===== src/source/rv32_macros.svh =====
// RV32 memory stage widths
`ifndef RV32_MACROS_SVH
`define RV32_MACROS_SVH

// Data and address width
`define XLEN 32

// Data memory depth in 32-bit words
`define DMEM_WORDS 256

`endif


===== src/source/rv32_types_pkg.sv =====
// RV32 execute-side types
`include "rv32_macros.svh"

package rv32_types_pkg;

    // Memory operation carried with each execute record
    typedef enum logic [3:0] {
        MEM_NOP,
        MEM_LB,
        MEM_LH,
        MEM_LW,
        MEM_LBU,
        MEM_LHU,
        MEM_SB,
        MEM_SH,
        MEM_SW
    } mem_op_t;

    // One buffered memory operation
    // For stores wb_result holds the data to write
    typedef struct packed {
        mem_op_t            mem_op;
        logic [`XLEN-1:0]   mem_addr;
        logic [`XLEN-1:0]   wb_result;
    } exec_buffer_data_t;

endpackage


===== src/source/rv32_mem_pkg.sv =====
// RV32 data memory interface types
`include "rv32_macros.svh"

package rv32_mem_pkg;

    // Request from the load/store unit to the data memory
    typedef struct packed {
        logic [`XLEN-1:0]           addr;
        rv32_types_pkg::mem_op_t    op;
        logic [`XLEN-1:0]           data;
    } memory_request_t;

    // Response back toward the execute buffer
    typedef struct packed {
        logic [`XLEN-1:0]   data;
        logic               ready;
    } memory_response_t;

    // A memory word split into byte lanes or half lanes
    typedef union packed {
        logic [3:0][7:0]    bytes;
        logic [1:0][15:0]   halves;
    } mem_word_u;

endpackage


===== src/source/rv32_exec_buffer.sv =====
// Execute record buffer
`include "rv32_macros.svh"

module rv32_exec_buffer (
    input  logic                                clk,
    input  logic                                arst_n,
    input  logic                                exec_valid,
    input  rv32_types_pkg::exec_buffer_data_t   exec_data,
    input  rv32_mem_pkg::memory_response_t      response,
    output rv32_types_pkg::exec_buffer_data_t   exec_out,
    output logic                                busy,
    output logic                                wb_valid,
    output logic [`XLEN-1:0]                    wb_data
);

    rv32_types_pkg::mem_op_t    held_op;
    logic [`XLEN-1:0]           held_addr;
    logic [`XLEN-1:0]           held_data;
    logic                       capture;
    logic                       done;

    // New records are only taken while idle
    assign capture = exec_valid && !busy;
    assign done    = busy && response.ready;

    always_ff @(posedge clk or negedge arst_n) begin
        if (!arst_n) begin
            held_op  <= rv32_types_pkg::MEM_NOP;
            busy     <= 1'b0;
            wb_valid <= 1'b0;
        end else begin
            wb_valid <= done;
            if (capture) begin
                held_op <= exec_data.mem_op;
                busy    <= 1'b1;
            end else if (done) begin
                // Back to idle so the memory sees no access
                held_op <= rv32_types_pkg::MEM_NOP;
                busy    <= 1'b0;
            end
        end
    end

    always_ff @(posedge clk) begin
        if (capture) begin
            held_addr <= exec_data.mem_addr;
            held_data <= exec_data.wb_result;
        end
    end

    // Result is taken in the same cycle ready is seen
    always_ff @(posedge clk) begin
        if (done) begin
            wb_data <= response.data;
        end
    end

    assign exec_out.mem_op    = held_op;
    assign exec_out.mem_addr  = held_addr;
    assign exec_out.wb_result = held_data;

endmodule


===== config.mk =====
export PLATFORM = sky130hd
export DESIGN_NAME = rv32_exec_buffer
export DESIGN_NICKNAME = d
export VERILOG_FILES = /design/src/source/rv32_types_pkg.sv /design/src/source/rv32_mem_pkg.sv /design/src/source/rv32_exec_buffer.sv
export VERILOG_INCLUDE_DIRS = /design/src /design/src/source
export SDC_FILE = /design/constraint.sdc
export NUM_CORES = 1
export LEC_CHECK = 0
export BUFFER_PORTS_ARGS = -buffer_cell sky130_fd_sc_hd__buf_4
export CORE_ASPECT_RATIO = 0.5
export CORE_UTILIZATION = 44
export CTS_BUF_LIST = sky130_fd_sc_hd__clkbuf_16
export DETAILED_ROUTE_END_ITERATION = 16
export HOLD_SLACK_MARGIN = 0.05
export PLACE_DENSITY = 0.83
export SETUP_SLACK_MARGIN = 0.2
export SYNTH_ARGS = -nofsm -noshare
export SYNTH_HDL_FRONTEND = slang
export SYNTH_SLANG_ARGS = --single-unit

===== constraint.sdc =====
create_clock -name clk -period 5.86 [get_ports clk]
set_input_delay 1.172 -clock clk [delete_from_list [all_inputs] [get_ports clk]]
set_output_delay 1.172 -clock clk [all_outputs]
set_load 0.01 [all_outputs]

==> flow_results.org <==
** Clock tree
- The clock passes through at most 2 buffers.
- Clock tree from TritonCTS :: yes
- Clock latency of the later-clocked register in the worst-skew pair :: around 340 ps
- The number of setup buffers added after CTS is 0.
- Sink count of the clock tree :: 102
- Post-cts hold buffer count :: 0
- CTS built an H-tree with a depth of 3.
- Clock-pin slew reported for the worst setup and hold paths after clock tree synthesis :: 60 ps
- Number of clock buffers inserted by TritonCTS :: 9
- CTS root buf :: sky130_fd_sc_hd__clkbuf_16
- PostCTS Resize Cnt :: 0

** Floorplanning
- Placement row count :: 21
- For this design the top-level I/O count stands at 206.
- Die Outline Area :: ~7500 um^2
- From left edge to right edge, the die measures 121.6 um.
- Measured along the y axis, the die boundary spans ~62 um.
- The region available for standard cell placement spans 6805 um^2.
- Initial Util :: 0.4622

** Timing
- Worst clock skew :: approximately 10 ps
- RSZ-0062 raised after global routing :: no
- Maximum clock frequency :: around 440 MHz
- At the pin with the least slew margin, the transition time is ~680 ps.
- Final period util :: 0.3863
- The number of pins exceeding their max-slew limit in the final report is 0.
- After routing, the total negative slack on setup checks comes to 0 ps.
- Rel. slew slack :: 0.5466
- The smallest clock period supported by the final layout is computed as between 2000 and 2500 ps.
- Count of final hold-check violations :: 0
- Setup violations remaining at the end of the flow were counted as 0.

** Finish
- In the final layout, the share of cells above drive strength 1 is 0.6617.
- After routing the design area is 5086 um^2.
- Leaving out fill and tap cells, the most frequent cells in the layout are 207 x sky130_fd_sc_hd__buf_4, 96 x sky130_fd_sc_hd__edfxtp_1, 9 x sky130_fd_sc_hd__clkbuf_16.
- 0 antenna diodes ended up in the layout.
- Most common cell after layout, fill and taps aside :: sky130_fd_sc_hd__buf_4
- From synthesis to final layout, the design area changed by 61.69%.
- The net count of the finished layout is between 400 and 500.

** Drt
- Using the TritonRoute via totals, the vias-per-cell ratio works out to around 4.5.
- Drt first pass iters :: 4
- First-iteration detailed-routing DRC count :: between 100 and 150
- In this run the remaining antenna-violating nets after routing total 0.
- The routed layout has around 1900 vias.
- Total wire length :: roughly 7.4 mm
- Dividing the detail-routed wire length by the instance count gives roughly 17 um.
- Number of remaining DRC errors :: 0

** Power and ir drop
- Summed over all cells, the static leakage comes to 2.153 nW.
- Power spread over the standard cell area amounts to between 300 and 400 nW/um^2.
- The worst-case IR drop observed on VDD is around 0.00018 V.

** Yosys
- The Yosys step of the flow raised 0 warnings.
- The share of the Yosys chip area taken by registers is 0.9642.
- Unique masters post-synth :: 9
- Counting every instance in the synthesized netlist gives approximately 120.
- Total nets after synthesis :: around 220
- After synthesis the cells add up to around 3100 um^2.
- Number of synthesized register bits :: between 100 and 150
- A synthesized cell averages about 27 um^2.

** Critical path
- In this design, the stage delay of the slowest critical-path cell is roughly 610 ps.
- CP startpoint kind :: primary input
- Worst Path Class, Setup :: in2reg
- Among the stages of the critical path, the cell type that occurs most often is sky130_fd_sc_hd__buf_4.
- The kind of cell with the highest combined delay along the critical path is buffers and inverters.
- Buf+Inv Stages, Crit Path :: 2
- The signal on the critical path passes through buf_4, nor2b_4, buf_4.
- STA puts the critical path data required time at 5830 ps.
- Arrival time of the worst setup path :: between 2000 and 2500 ps
- The worst setup path is captured at a flip-flop.
- Setup slack of the worst register-to-register path :: about 4100 ps
- Worst path slowest cell :: sky130_fd_sc_hd__buf_4
- Maximum fanout along the worst path :: 56

** Global route
- The number of global-route vias before repair is around 1900.
- The number of antenna violations at the first check in global routing came to 0.
- Wire length of the first global-routing pass :: around 9.7 mm
- Overflow left after global routing :: 0
- Total GRT Usage :: 0.1873
- Maximum number of pins on one net before global-route repair :: 57

** Placed design
- Count of input and output buffers :: approximately 210
- After detailed placement, the total cell area comes to 4811 um^2.
- Routability Congestion :: between 0.7 and 0.8

** Worst hold path
- Classification of the worst-slack hold path :: reg2reg

** Outcome
- The run finished with clean final reports.

** Run
- Across the run, the number of max-cap violations was 0.
==> worst reg2reg max path, stage by stage, from the launching register on <==
cell and delay [ps]:
sky130_fd_sc_hd__dfrtp_1 480, sky130_fd_sc_hd__nor2b_4 290, sky130_fd_sc_hd__buf_4 610
==> state kept, by name, indices dropped and copies added, names as in the netlist <==
signal / cells
held_addr: 32
wb_data: 32
held_data: 32
wb_valid: 1
held_op: 4
busy: 1
==> logic make-up (layout without fill, tap and decap cells) <==
kind of cell,Yosys count,in the layout,share of synthesized area
and+or+nand+nor,4,4,0.008358
DFF,102,102,0.9642
AOI/OAI and AO/OA,4,4,0.01114
muxes,4,4,0.01273
buffers and inverters,1,223,0.003580
==> power by group <==
part / internal, mW / switching (mW) / total (mW)
Clock: 0.288 / 0.247 / 0.535
Sequential: 0.864 / 0.0208 / 0.885
Combinational: 0.108 / 0.0865 / 0.194
==> synth_stat cells (all sizes together) <==
library cell / number / area share
or2: 1 / 0.0020
and2: 1 / 0.0020
and2b: 1 / 0.0024
dfrtp: 6 / 0.048
edfxtp: 96 / 0.92
o2bb2ai: 4 / 0.011
buf: 1 / 0.0036
mux2i: 4 / 0.013
nor2b: 1 / 0.0020
==> final cells by class <==
class	count	area (um^2)
Sequential cell	102	3033
Fill cell	425	1719
Timing Repair Buffer	207	1554
Clock buffer	9	225.2
Tap cell	92	115.1
Multi-Input combinational cell	12	108.9
Clock inverter	7	50.05
==> layer usage <==
| layer | track usage | share of wire |
|---|---|---|
| met1 | 0.2061 | 0.36 |
| met2 | 0.3588 | 0.59 |
| met3 | 0.05383 | 0.042 |
| met4 | 0.07231 | 0.013 |
| met5 | 0 | 0 |
==> worst paths after layout <==
check / start / endpoint / cells after the start
min: held_op[1] / held_op[1] / 1
max in group asynchronous: arst_n / busy / 1
max reg2reg: busy / held_addr[1] / 2
min in group asynchronous: arst_n / held_op[1] / 1
min reg2reg: held_op[1] / held_op[1] / 1
max: exec_valid / held_addr[1] / 3
==> metrics by stage <==
step | hold slack (ps) | setup WS, ps | std cells | utilization | power [mW]
after global placement | 509.7 | 3311 | 413 | 0.7069 | 1.087
final | 531.7 | 3596 | 429 | 0.7474 | 1.614
after detailed placement | 504.1 | 3260 | 413 | 0.7069 | 1.096
after floorplan | 539.4 | 1196 | 115 | - | 0.9547
after global routing | 568.2 | 3532 | 429 | 0.7474 | 1.669
after CTS | 529.1 | 3610 | 429 | 0.7474 | 1.627
Power figures use the tool's default switching activity.
