### src/source/rv32_macros.svh
// RV32 memory stage widths
`ifndef RV32_MACROS_SVH
`define RV32_MACROS_SVH

// Data and address width
`define XLEN 32

// Data memory depth in 32-bit words
`define DMEM_WORDS 256

`endif

### src/source/rv32_types_pkg.sv
// RV32 execute-side types
`include "rv32_macros.svh"

package rv32_types_pkg;

    // Memory operation carried with each execute record
    typedef enum logic [3:0] {
        MEM_NOP,
        MEM_LB,
        MEM_LH,
        MEM_LW,
        MEM_LBU,
        MEM_LHU,
        MEM_SB,
        MEM_SH,
        MEM_SW
    } mem_op_t;

    // One buffered memory operation
    // For stores wb_result holds the data to write
    typedef struct packed {
        mem_op_t            mem_op;
        logic [`XLEN-1:0]   mem_addr;
        logic [`XLEN-1:0]   wb_result;
    } exec_buffer_data_t;

endpackage

### src/source/rv32_mem_pkg.sv
// RV32 data memory interface types
`include "rv32_macros.svh"

package rv32_mem_pkg;

    // Request from the load/store unit to the data memory
    typedef struct packed {
        logic [`XLEN-1:0]           addr;
        rv32_types_pkg::mem_op_t    op;
        logic [`XLEN-1:0]           data;
    } memory_request_t;

    // Response back toward the execute buffer
    typedef struct packed {
        logic [`XLEN-1:0]   data;
        logic               ready;
    } memory_response_t;

    // A memory word split into byte lanes or half lanes
    typedef union packed {
        logic [3:0][7:0]    bytes;
        logic [1:0][15:0]   halves;
    } mem_word_u;

endpackage

### src/source/rv32_load_store_unit.sv
// RV32 load/store unit
`include "rv32_macros.svh"

module rv32_load_store_unit (
    input  rv32_types_pkg::exec_buffer_data_t   exec_data,
    output rv32_mem_pkg::memory_response_t      response,
    // Data memory side
    output rv32_mem_pkg::memory_request_t       data_request,
    input  rv32_mem_pkg::memory_response_t      data_response
);

    rv32_mem_pkg::mem_word_u    load_word;
    logic [7:0]                 byte_lane;
    logic [15:0]                half_lane;

    always_comb begin
        data_request.addr = exec_data.mem_addr;
        data_request.op   = exec_data.mem_op;
        data_request.data = exec_data.wb_result;
    end

    // Lane selection from the low address bits
    always_comb begin
        load_word = data_response.data;
        byte_lane = load_word.bytes[exec_data.mem_addr[1:0]];
        // Odd half addresses read as zero
        if (exec_data.mem_addr[0]) begin
            half_lane = '0;
        end else begin
            half_lane = load_word.halves[exec_data.mem_addr[1]];
        end
    end

    // Sign or zero extension per load type
    always_comb begin
        response.ready = data_response.ready;
        case (exec_data.mem_op)
            rv32_types_pkg::MEM_LW: begin
                response.data = data_response.data;
            end
            rv32_types_pkg::MEM_LB: begin
                response.data = {{(`XLEN-8){byte_lane[7]}}, byte_lane};
            end
            rv32_types_pkg::MEM_LH: begin
                response.data = {{(`XLEN-16){half_lane[15]}}, half_lane};
            end
            rv32_types_pkg::MEM_LBU: begin
                response.data = {{(`XLEN-8){1'b0}}, byte_lane};
            end
            rv32_types_pkg::MEM_LHU: begin
                response.data = {{(`XLEN-16){1'b0}}, half_lane};
            end
            rv32_types_pkg::MEM_NOP: begin
                // Nothing to wait for
                response.ready = 1'b1;
                response.data  = '0;
            end
            default: begin
                // Stores write back zero
                response.data = '0;
            end
        endcase
    end

endmodule

### config.mk
export PLATFORM = sky130hd
export DESIGN_NAME = rv32_load_store_unit
export DESIGN_NICKNAME = d
export VERILOG_FILES = /design/src/source/rv32_types_pkg.sv /design/src/source/rv32_mem_pkg.sv /design/src/source/rv32_load_store_unit.sv
export VERILOG_INCLUDE_DIRS = /design/src /design/src/source
export SDC_FILE = /design/constraint.sdc
export NUM_CORES = 1
export LEC_CHECK = 0
export BUFFER_PORTS_ARGS = -buffer_cell sky130_fd_sc_hd__buf_2
export CORE_AREA = 2 2 78 80
export DETAILED_ROUTE_END_ITERATION = 8
export DIE_AREA = 0 0 80 82
export PLACE_DENSITY_LB_ADDON = 0.1
export REMOVE_ABC_BUFFERS = 1
export SLEW_MARGIN = 20
export SYNTH_ARGS = -nofsm -noshare
export SYNTH_HDL_FRONTEND = slang
export SYNTH_SLANG_ARGS = --single-unit
### constraint.sdc
create_clock -name vclk -period 5.2
set_input_delay 1.04 -clock vclk [all_inputs]
set_output_delay 1.04 -clock vclk [all_outputs]
set_load 0.05 [all_outputs]
==> results of run 1 <==
-- critical path: stages --
cell and delay [ns]:
sky130_fd_sc_hd__buf_2 0.43, sky130_fd_sc_hd__mux4_2 0.46, sky130_fd_sc_hd__a32oi_4 0.59, sky130_fd_sc_hd__nand2_1 0.12, sky130_fd_sc_hd__buf_2 0.25
-- routing by layer --
layer	vias up	track usage	share of wire	wire, µm
met5	-	0.0167	0.0022	19
met4	2	0.0220	0.0091	80
met3	4	0.348	0.31	2690
met2	154	0.428	0.45	4000
met1	494	0.180	0.23	2010
li1	533	-	-	-
-- stage by stage --
step	util	area, µm²	hold WS (ns)	instances
2_1_floorplan	-	664	2.08	97
3_3_place_gp	0.204	1170	2.08	251
3_5_place_dp	0.204	1170	2.08	251
4_1_cts	0.204	1170	2.08	251
5_1_grt	0.204	1170	2.08	251
6_report	0.204	1170	2.08	251
-- cell usage after synthesis, drive strengths merged (2+ instances only) --
cell and instances:
clkbuf 2, nand3 2, nand2 48, nor2 2, o211ai 8, o221ai 7, o21ai 2, buf 73
mux2i 15
-- how the worst min path moves through the flow --
stage,slack [ns],end,cells after the start
after floorplan,2.08,data_request[0],0
after CTS,2.08,data_request[50],0
after detailed placement,2.08,data_request[50],0
after global placement,2.08,data_request[50],0
after global routing,2.08,data_request[50],0
final,2.08,data_request[49],0
-- cells by family (layout without fill, tap and decap cells) --
kind of cell	after synthesis	count (layout)	synth area share
compound gates	22	22	0.161
xor+xnor	1	1	0.00709
buf+inv	76	80	0.466
mux	17	17	0.149
simple gates	56	56	0.218
-- power by group --
| part | internal [mW] | switching, mW | total, mW |
|---|---|---|---|
| registers | 0 | 0 | 0 |
| logic | 0.0382 | 0.0977 | 0.136 |
| clock network | 0 | 0 | 0 |
-- layout make-up --
class                      count  area (µm²)  share of cell area
timing repair buffer          79         398               0.340
multi-input combinational     96         676               0.577
inverter                       1        3.75             0.00321
tap                           75        93.8              0.0801
==> reports/summary.log, run 1 <==
[power_and_ir_drop] Power Dens Cells 116 nW/µm²
[timing] Highest Clock Rate 254 MHz
[finish] Sequential Area 0 µm²
[route] average routed wire per standard cell 35.1 µm
[setup_path] critical path type in -> out
[route] Iter 0 DRT Violations 38
[min_path] startpoint of the lowest-slack hold path exec_data[45]
[setup_path] Worst EP required 4.16 ns
[finish] commonest cells after routing, fill and taps aside sky130_fd_sc_hd__buf_2 (78), sky130_fd_sc_hd__nand2_1 (38), sky130_fd_sc_hd__mux2i_1 (15), sky130_fd_sc_hd__nand2_2 (10), sky130_fd_sc_hd__o211ai_1 (8)
[die] Initial Util 0.215
[timing] setup violators final 0
[min_path] class of the tightest hold or removal check in -> out
[die] total number of placement rows 28
[placement] dpl hpwl 7830 µm
[setup_path] element type at the critical path end primary output
[die] IO Count 202
[logic_synthesis] Synth Warn # 0
[logic_synthesis] sequential cell area fraction in the yosys report 0
[finish] number of filler instances in the final layout 709
[timing] post-route setup slack 1.26 ns
[global_routing] pin count of the biggest net entering global routing 33
[logic_synthesis] summed instance area of the synthesized netlist 1240 µm²
[global_routing] wire length of the first global-routing pass 11200 µm
[route] post-detailed-route count of antenna-violating nets 0
[finish] final net count 279
[global_routing] Overflow after GRT 0
[setup_path] critical path peak fanout 18
[timing] accumulated negative setup slack 0 ns
[route] via density per instance 4.73
[die] Vert. Die Dim 82 µm
[power_and_ir_drop] Max IR drop VDD 0.0000293 V
[die] Core ar. 5750 µm²
[finish] synthesis-to-finish area growth -5.26%
[route] total detailed-routing wirelength 8800 µm
[finish] fraction of layout instances using a drive strength above 1 0.545
[placement] Final Wtd Congestion 0.847
[timing] Relative slew margins 0.472
[clocking] setup repair bufs after CTS 0
[finish] number of sequential cells 0
[setup_path] arrival time of the worst setup path 2.90 ns
[route] vias post-DR 1187
[clocking] post-cts resize count 0
[power_and_ir_drop] Tot Pwr 0.136 mW
[global_routing] number of antenna violations at the first check in global routing 0
[placement] pre-CTS setup slack 1.25 ns
[logic_synthesis] count of unique library cells instantiated by Yosys 27
[timing] final-report max-slew violation count 0
[placement] count of input and output buffers 78
[run] number of max-capacitance violations reported 0
[global_routing] via count of the first global-routing pass 1224
[timing] final critical delay including setup and external delays 3.94 ns
[finish] most common cell after layout, fill and taps aside sky130_fd_sc_hd__buf_2
[clocking] Post-CTS Hold Buffers 0
[timing] worst-margin pin slew 0.787 ns
[logic_synthesis] largest cells by area after synthesis sky130_fd_sc_hd__buf_4 (42%), sky130_fd_sc_hd__mux2i_1 (12%), sky130_fd_sc_hd__nand2_1 (12%)
[die] horizontal die dimension 80 µm
[logic_synthesis] largest area contributor in the synthesized netlist sky130_fd_sc_hd__buf_4
[timing] post-route fraction of the period consumed by the critical path 0.757
[timing] final hold violation count 0
[route] Remaining DRCs 0
[power_and_ir_drop] static leakage 0.682 nW
[die] total die area 6560 µm²
[global_routing] total routing resource utilization after global routing 0.258
[setup_path] worst setup path end response[21]
[finish] Ant. Diodes 0
[logic_synthesis] Syn Area/Cell 7.19 µm²
[timing] setup repair after global routing missed its margin false
[setup_path] first element of the critical path exec_data[33]
[finish] # clk buffers 0
[route] drt pass-1 iters 4
[logic_synthesis] gate count of the mapped netlist 172
[logic_synthesis] proportion of netlist area held by the largest area contributor 0.419
[status] result of the run finished, final reports clean
[setup_path] kind of launch point of the worst setup path primary input
Power figures use the tool's default switching activity.
==> inputs of run 2 (changes only) <==
Settings changed: CORE_AREA 2 2 78 80 to 2 2 77 79, DIE_AREA 0 0 80 82 to 0 0 79 81.
Clock period 5.2 ns to 3.2 ns, I/O delays scaled along.
==> reports/summary.log, run 2 (synthesized netlist as in run 1, its figures left out) <==
[die] Core ar. 5680 µm² [was 5750 µm²]
[setup_path] Worst EP required 2.56 ns [was 4.16 ns]
[die] IO Count 202 [unchanged]
[timing] Relative slew margins 0.516 [was 0.472]
[clocking] post-cts resize count 0 [unchanged]
[timing] final critical delay including setup and external delays 2.77 ns
[finish] number of sequential cells 0 [unchanged]
[power_and_ir_drop] Max IR drop VDD 0.0000568 V [was 0.0000293 V]
[status] result of the run finished, final reports clean [unchanged]
[finish] Sequential Area 0 µm² [unchanged]
[placement] count of input and output buffers 78 [unchanged]
[die] total die area 6400 µm² [was 6560 µm²]
[setup_path] cell seen most often among critical-path stages sky130_fd_sc_hd__buf_2 [unchanged]
[timing] post-route fraction of the period consumed by the critical path 0.864
[global_routing] global-route layer with the greatest usage met2 [unchanged]
[route] average routed wire per standard cell 36.6 µm [was 35.1 µm]
[timing] setup repair after global routing missed its margin false [unchanged]
[global_routing] number of antenna violations at the first check in global routing 0 [unchanged]
[finish] # clk buffers 0 [unchanged]
[timing] setup violators final 0 [unchanged]
[route] drt pass-1 iters 4 [unchanged]
[power_and_ir_drop] Tot Pwr 0.225 mW [was 0.136 mW]
[finish] Ant. Diodes 0 [unchanged]
[route] Iter 0 DRT Violations 40 [was 38]
[die] horizontal die dimension 79 µm [was 80 µm]
[timing] accumulated negative setup slack 0 ns [unchanged]
[route] Remaining DRCs 0 [unchanged]
[timing] worst-margin pin slew 0.722 ns [was 0.787 ns]
[die] total number of placement rows 28 [unchanged]
[finish] commonest cells after routing, fill and taps aside sky130_fd_sc_hd__buf_2 (78), sky130_fd_sc_hd__nand2_1 (38), sky130_fd_sc_hd__mux2i_1 (15), sky130_fd_sc_hd__nand2_2 (10), sky130_fd_sc_hd__o211ai_1 (8) [unchanged]
[placement] dpl hpwl 8490 µm [was 7830 µm]
[route] total detailed-routing wirelength 9300 µm [was 8800 µm]
[global_routing] met3 global-route usage 0.356 [was 0.348]
[finish] synthesis-to-finish area growth -3.44% [was -5.26%]
[setup_path] arrival time of the worst setup path 2.13 ns [was 2.90 ns]
[setup_path] critical path peak fanout 8 [was 18]
[timing] final-report max-slew violation count 0 [unchanged]
[global_routing] met1 layer usage reported by global route 0.196 [was 0.180]
[min_path] class of the tightest hold or removal check in -> out [unchanged]
[global_routing] total routing resource utilization after global routing 0.279 [was 0.258]
[run] number of max-capacitance violations reported 0 [unchanged]
[route] post-detailed-route count of antenna-violating nets 0 [unchanged]
[timing] final hold violation count 0 [unchanged]
[finish] fraction of layout instances using a drive strength above 1 0.553 [was 0.545]
[global_routing] via count of the first global-routing pass 1196 [was 1224]
[setup_path] kind of launch point of the worst setup path primary input [unchanged]
[clocking] Post-CTS Hold Buffers 0 [unchanged]
[timing] Highest Clock Rate 362 MHz
[timing] worst hold slack 1.28 ns [was 2.08 ns]
[global_routing] wire length of the first global-routing pass 11800 µm [was 11200 µm]
[die] Vert. Die Dim 81 µm [was 82 µm]
[route] via density per instance 4.86 [was 4.73]
[setup_path] element type at the critical path end primary output [unchanged]
[global_routing] pin count of the biggest net entering global routing 33 [unchanged]
[finish] final net count 282 [was 279]
[setup_path] cells traversed along the worst timing path buf_2 -> o21ba_2 -> o21ai_1 -> o221ai_1 -> buf_2 [was buf_2 -> mux4_2 -> a32oi_4 -> nand2_1 -> buf_2]
[setup_path] Worst path max stage delay 0.56 ns [was 0.59 ns]
[setup_path] cell with the largest stage delay on the worst path sky130_fd_sc_hd__o21ai_1 [was sky130_fd_sc_hd__a32oi_4]
[clocking] setup repair bufs after CTS 0 [unchanged]
[power_and_ir_drop] static leakage 0.695 nW [was 0.682 nW]
[die] Initial Util 0.218 [was 0.215]
[route] vias post-DR 1234 [was 1187]
[global_routing] Overflow after GRT 0 [unchanged]
[placement] Final Wtd Congestion 0.889 [was 0.847]
[power_and_ir_drop] Power Dens Cells 189 nW/µm² [was 116 nW/µm²]
[global_routing] met2 demand-to-capacity share in global routing 0.475 [was 0.428]
[finish] most common cell after layout, fill and taps aside sky130_fd_sc_hd__buf_2 [unchanged]
[setup_path] critical path type in -> out [unchanged]
==> run 2: changes by cell type in the layout (fill, tap and decap cells not counted), sizes merged <==
| cell | change |
|---|---|
| buf | +3 |
==> run 2: path summary, 6_finish.rpt <==
check / startpoint / to / slack (ns) / depth (start not counted)
max: exec_data[66] / response[4] / 0.43 / 5
min: exec_data[12] / data_request[12] / 1.28 / 0
==> run 2: final cells by class <==
class	count	area, µm²
fillers	692	4480
well taps	75	93.8
inverters	1	3.75
multi-input cells	96	676
repair buffers	82	420
==> run 2: critical path: cells and delay by family <==
kind / cells / cell delay (ns)
buffers and inverters: 2 / 0.44
AOI/OAI and AO/OA: 3 / 1.03
==> run 2: stage by stage <==
stage | std cells | util | setup slack [ns] | instance area (µm²)
floorplan | 97 | - | -1.06 | 664
global placement | 254 | 0.210 | 0.445 | 1190
detailed placement | 254 | 0.210 | 0.449 | 1190
CTS | 254 | 0.210 | 0.445 | 1190
global route | 254 | 0.210 | 0.355 | 1190
finish | 254 | 0.210 | 0.435 | 1190
==> run 2: layer usage <==
metal | routed length [µm] | vias to the layer above
met2 | 4310 | 178
met4 | 146 | 0
met5 | 0 | -
met3 | 2640 | 6
met1 | 2200 | 512
li1 | - | 538
==> run 2: power breakdown <==
| part | switching (mW) | internal (mW) | leakage [nW] |
|---|---|---|---|
| clock network | 0 | 0 | 0 |
| logic | 0.162 | 0.0635 | 0.695 |
| registers | 0 | 0 | 0 |
==> inputs of run 3 (changes only) <==
Settings changed: CORE_AREA 2 2 77 79 to 2 2 78 80, DIE_AREA 0 0 79 81 to 0 0 80 82.
Clock period 3.2 ns to 3.17 ns, I/O delays scaled along.
==> reports/summary.log, run 3 (synthesized netlist as in run 1, its figures left out) <==
[status] result of the run finished, final reports clean [unchanged]
[setup_path] Worst EP required 2.54 ns [was 2.56 ns]
[min_path] endpoint of the worst hold path data_request[49] [was data_request[12]]
[timing] final-report max-slew violation count 0 [unchanged]
[placement] count of input and output buffers 78 [unchanged]
[finish] commonest cells after routing, fill and taps aside sky130_fd_sc_hd__buf_2 (78), sky130_fd_sc_hd__nand2_1 (38), sky130_fd_sc_hd__mux2i_1 (15), sky130_fd_sc_hd__nand2_2 (10), sky130_fd_sc_hd__o211ai_1 (8) [unchanged]
[route] average routed wire per standard cell 34.5 µm [was 36.6 µm]
[power_and_ir_drop] Tot Pwr 0.227 mW [was 0.225 mW]
[die] Initial Util 0.215 [was 0.218]
[clocking] setup repair bufs after CTS 0 [unchanged]
[clocking] post-cts resize count 0 [unchanged]
[die] horizontal die dimension 80 µm [was 79 µm]
[timing] setup repair after global routing missed its margin false [unchanged]
[global_routing] Overflow after GRT 0 [unchanged]
[die] Vert. Die Dim 82 µm [was 81 µm]
[power_and_ir_drop] Max IR drop VDD 0.0000635 V [was 0.0000568 V]
[die] IO Count 202 [unchanged]
[min_path] startpoint of the lowest-slack hold path exec_data[45] [was exec_data[12]]
[setup_path] critical path peak fanout 8 [unchanged]
[finish] most common cell after layout, fill and taps aside sky130_fd_sc_hd__buf_2 [unchanged]
[global_routing] pin count of the biggest net entering global routing 33 [unchanged]
[timing] Highest Clock Rate 349 MHz
[finish] core occupancy in the finished layout 0.210 [about the same]
[setup_path] kind of launch point of the worst setup path primary input [unchanged]
[timing] setup violators final 0 [unchanged]
[global_routing] total routing resource utilization after global routing 0.251 [was 0.279]
[setup_path] cell seen most often among critical-path stages sky130_fd_sc_hd__buf_2 [unchanged]
[finish] number of sequential cells 0 [unchanged]
[run] number of max-capacitance violations reported 0 [unchanged]
[setup_path] cell with the largest stage delay on the worst path sky130_fd_sc_hd__o21ai_1 [unchanged]
[die] Core ar. 5750 µm² [was 5680 µm²]
[placement] placed cell areas 1210 µm² [was 1190 µm²]
[finish] area of all placed cells without fillers 1210 µm² [was 1190 µm²]
[clocking] Post-CTS Hold Buffers 0 [unchanged]
[route] via density per instance 4.72 [was 4.86]
[setup_path] Worst path max stage delay 0.38 ns [was 0.56 ns]
[global_routing] wire length of the first global-routing pass 10900 µm [was 11800 µm]
[finish] fraction of layout instances using a drive strength above 1 0.553 [unchanged]
[global_routing] via count of the first global-routing pass 1167 [was 1196]
[finish] Sequential Area 0 µm² [unchanged]
[die] total die area 6560 µm² [was 6400 µm²]
[min_path] class of the tightest hold or removal check in -> out [unchanged]
[placement] Final Wtd Congestion 0.862 [was 0.889]
[route] drt pass-1 iters 4 [unchanged]
[finish] Ant. Diodes 0 [unchanged]
[power_and_ir_drop] Power Dens Cells 188 nW/µm² [was 189 nW/µm²]
[min_path] Hold Crit Depth 0 [unchanged]
[route] Iter 0 DRT Violations 45 [was 40]
[die] total number of placement rows 28 [unchanged]
[finish] number of filler instances in the final layout 676 [was 692]
[timing] final hold violation count 0 [unchanged]
[timing] post-route fraction of the period consumed by the critical path 0.904
[timing] worst-margin pin slew 0.842 ns [was 0.722 ns]
[timing] worst hold slack 1.27 ns [was 1.28 ns]
[finish] # clk buffers 0 [unchanged]
[setup_path] arrival time of the worst setup path 2.23 ns [was 2.13 ns]
[global_routing] number of antenna violations at the first check in global routing 0 [unchanged]
[setup_path] critical path type in -> out [unchanged]
[finish] final net count 282 [unchanged]
[finish] synthesis-to-finish area growth -2.43% [was -3.44%]
[setup_path] element type at the critical path end primary output [unchanged]
[route] total detailed-routing wirelength 8760 µm [was 9300 µm]
[route] Remaining DRCs 0 [unchanged]
[route] vias post-DR 1199 [was 1234]
[timing] final critical delay including setup and external delays 2.86 ns
[route] post-detailed-route count of antenna-violating nets 0 [unchanged]
[timing] Relative slew margins 0.435 [was 0.516]
[placement] dpl hpwl 7860 µm [was 8490 µm]
[power_and_ir_drop] static leakage 0.701 nW [was 0.695 nW]
[setup_path] cells traversed along the worst timing path buf_2 -> nor3b_2 -> o21ai_1 -> o211ai_1 -> buf_2 [was buf_2 -> o21ba_2 -> o21ai_1 -> o221ai_1 -> buf_2]
==> run 3: metal layers <==
metal / part of all wire / track usage / vias to the layer above
met5: 0 / 0 / -
met2: 0.47 / 0.441 / 174
li1: - / - / 534
met4: 0 / 0 / 0
met3: 0.31 / 0.348 / 0
met1: 0.22 / 0.162 / 491
==> run 3: worst max path at each step <==
stage,startpoint,end,slack [ns],cells past startpoint
after CTS,exec_data[65],response[9],0.30,5
final,exec_data[66],response[9],0.31,5
after floorplan,exec_data[66],response[10],-1.08,3
after detailed placement,exec_data[66],response[9],0.31,5
after global routing,exec_data[65],response[9],0.17,5
after global placement,exec_data[66],response[9],0.32,5
==> run 3: metrics by stage <==
stage / cells / setup slack (ns) / setup TNS (ns)
6_report: 254 / 0.305 / 0
5_1_grt: 254 / 0.169 / 0
4_1_cts: 254 / 0.302 / 0
3_5_place_dp: 254 / 0.312 / 0
3_3_place_gp: 254 / 0.325 / 0
2_1_floorplan: 97 / -1.08 / -31.80
==> run 3: layout make-up <==
class                           count  area (µm²)  area share
Multi-Input combinational cell     96         676       0.560
Timing Repair Buffer               82         433       0.359
Inverter                            1        3.75     0.00311
Tap cell                           75        93.8      0.0778
==> run 3: critical path: cells and delay by family <==
kind,cells,cell delay [ns]
buffers and inverters,2,0.48
AOI/OAI and AO/OA,2,0.73
and+or+nand+nor,1,0.37
==> run 3: where the power goes <==
| group | leakage, nW | internal (mW) | switching (mW) |
|---|---|---|---|
| Combinational | 0.701 | 0.0653 | 0.162 |
| Clock | 0 | 0 | 0 |
| Sequential | 0 | 0 | 0 |
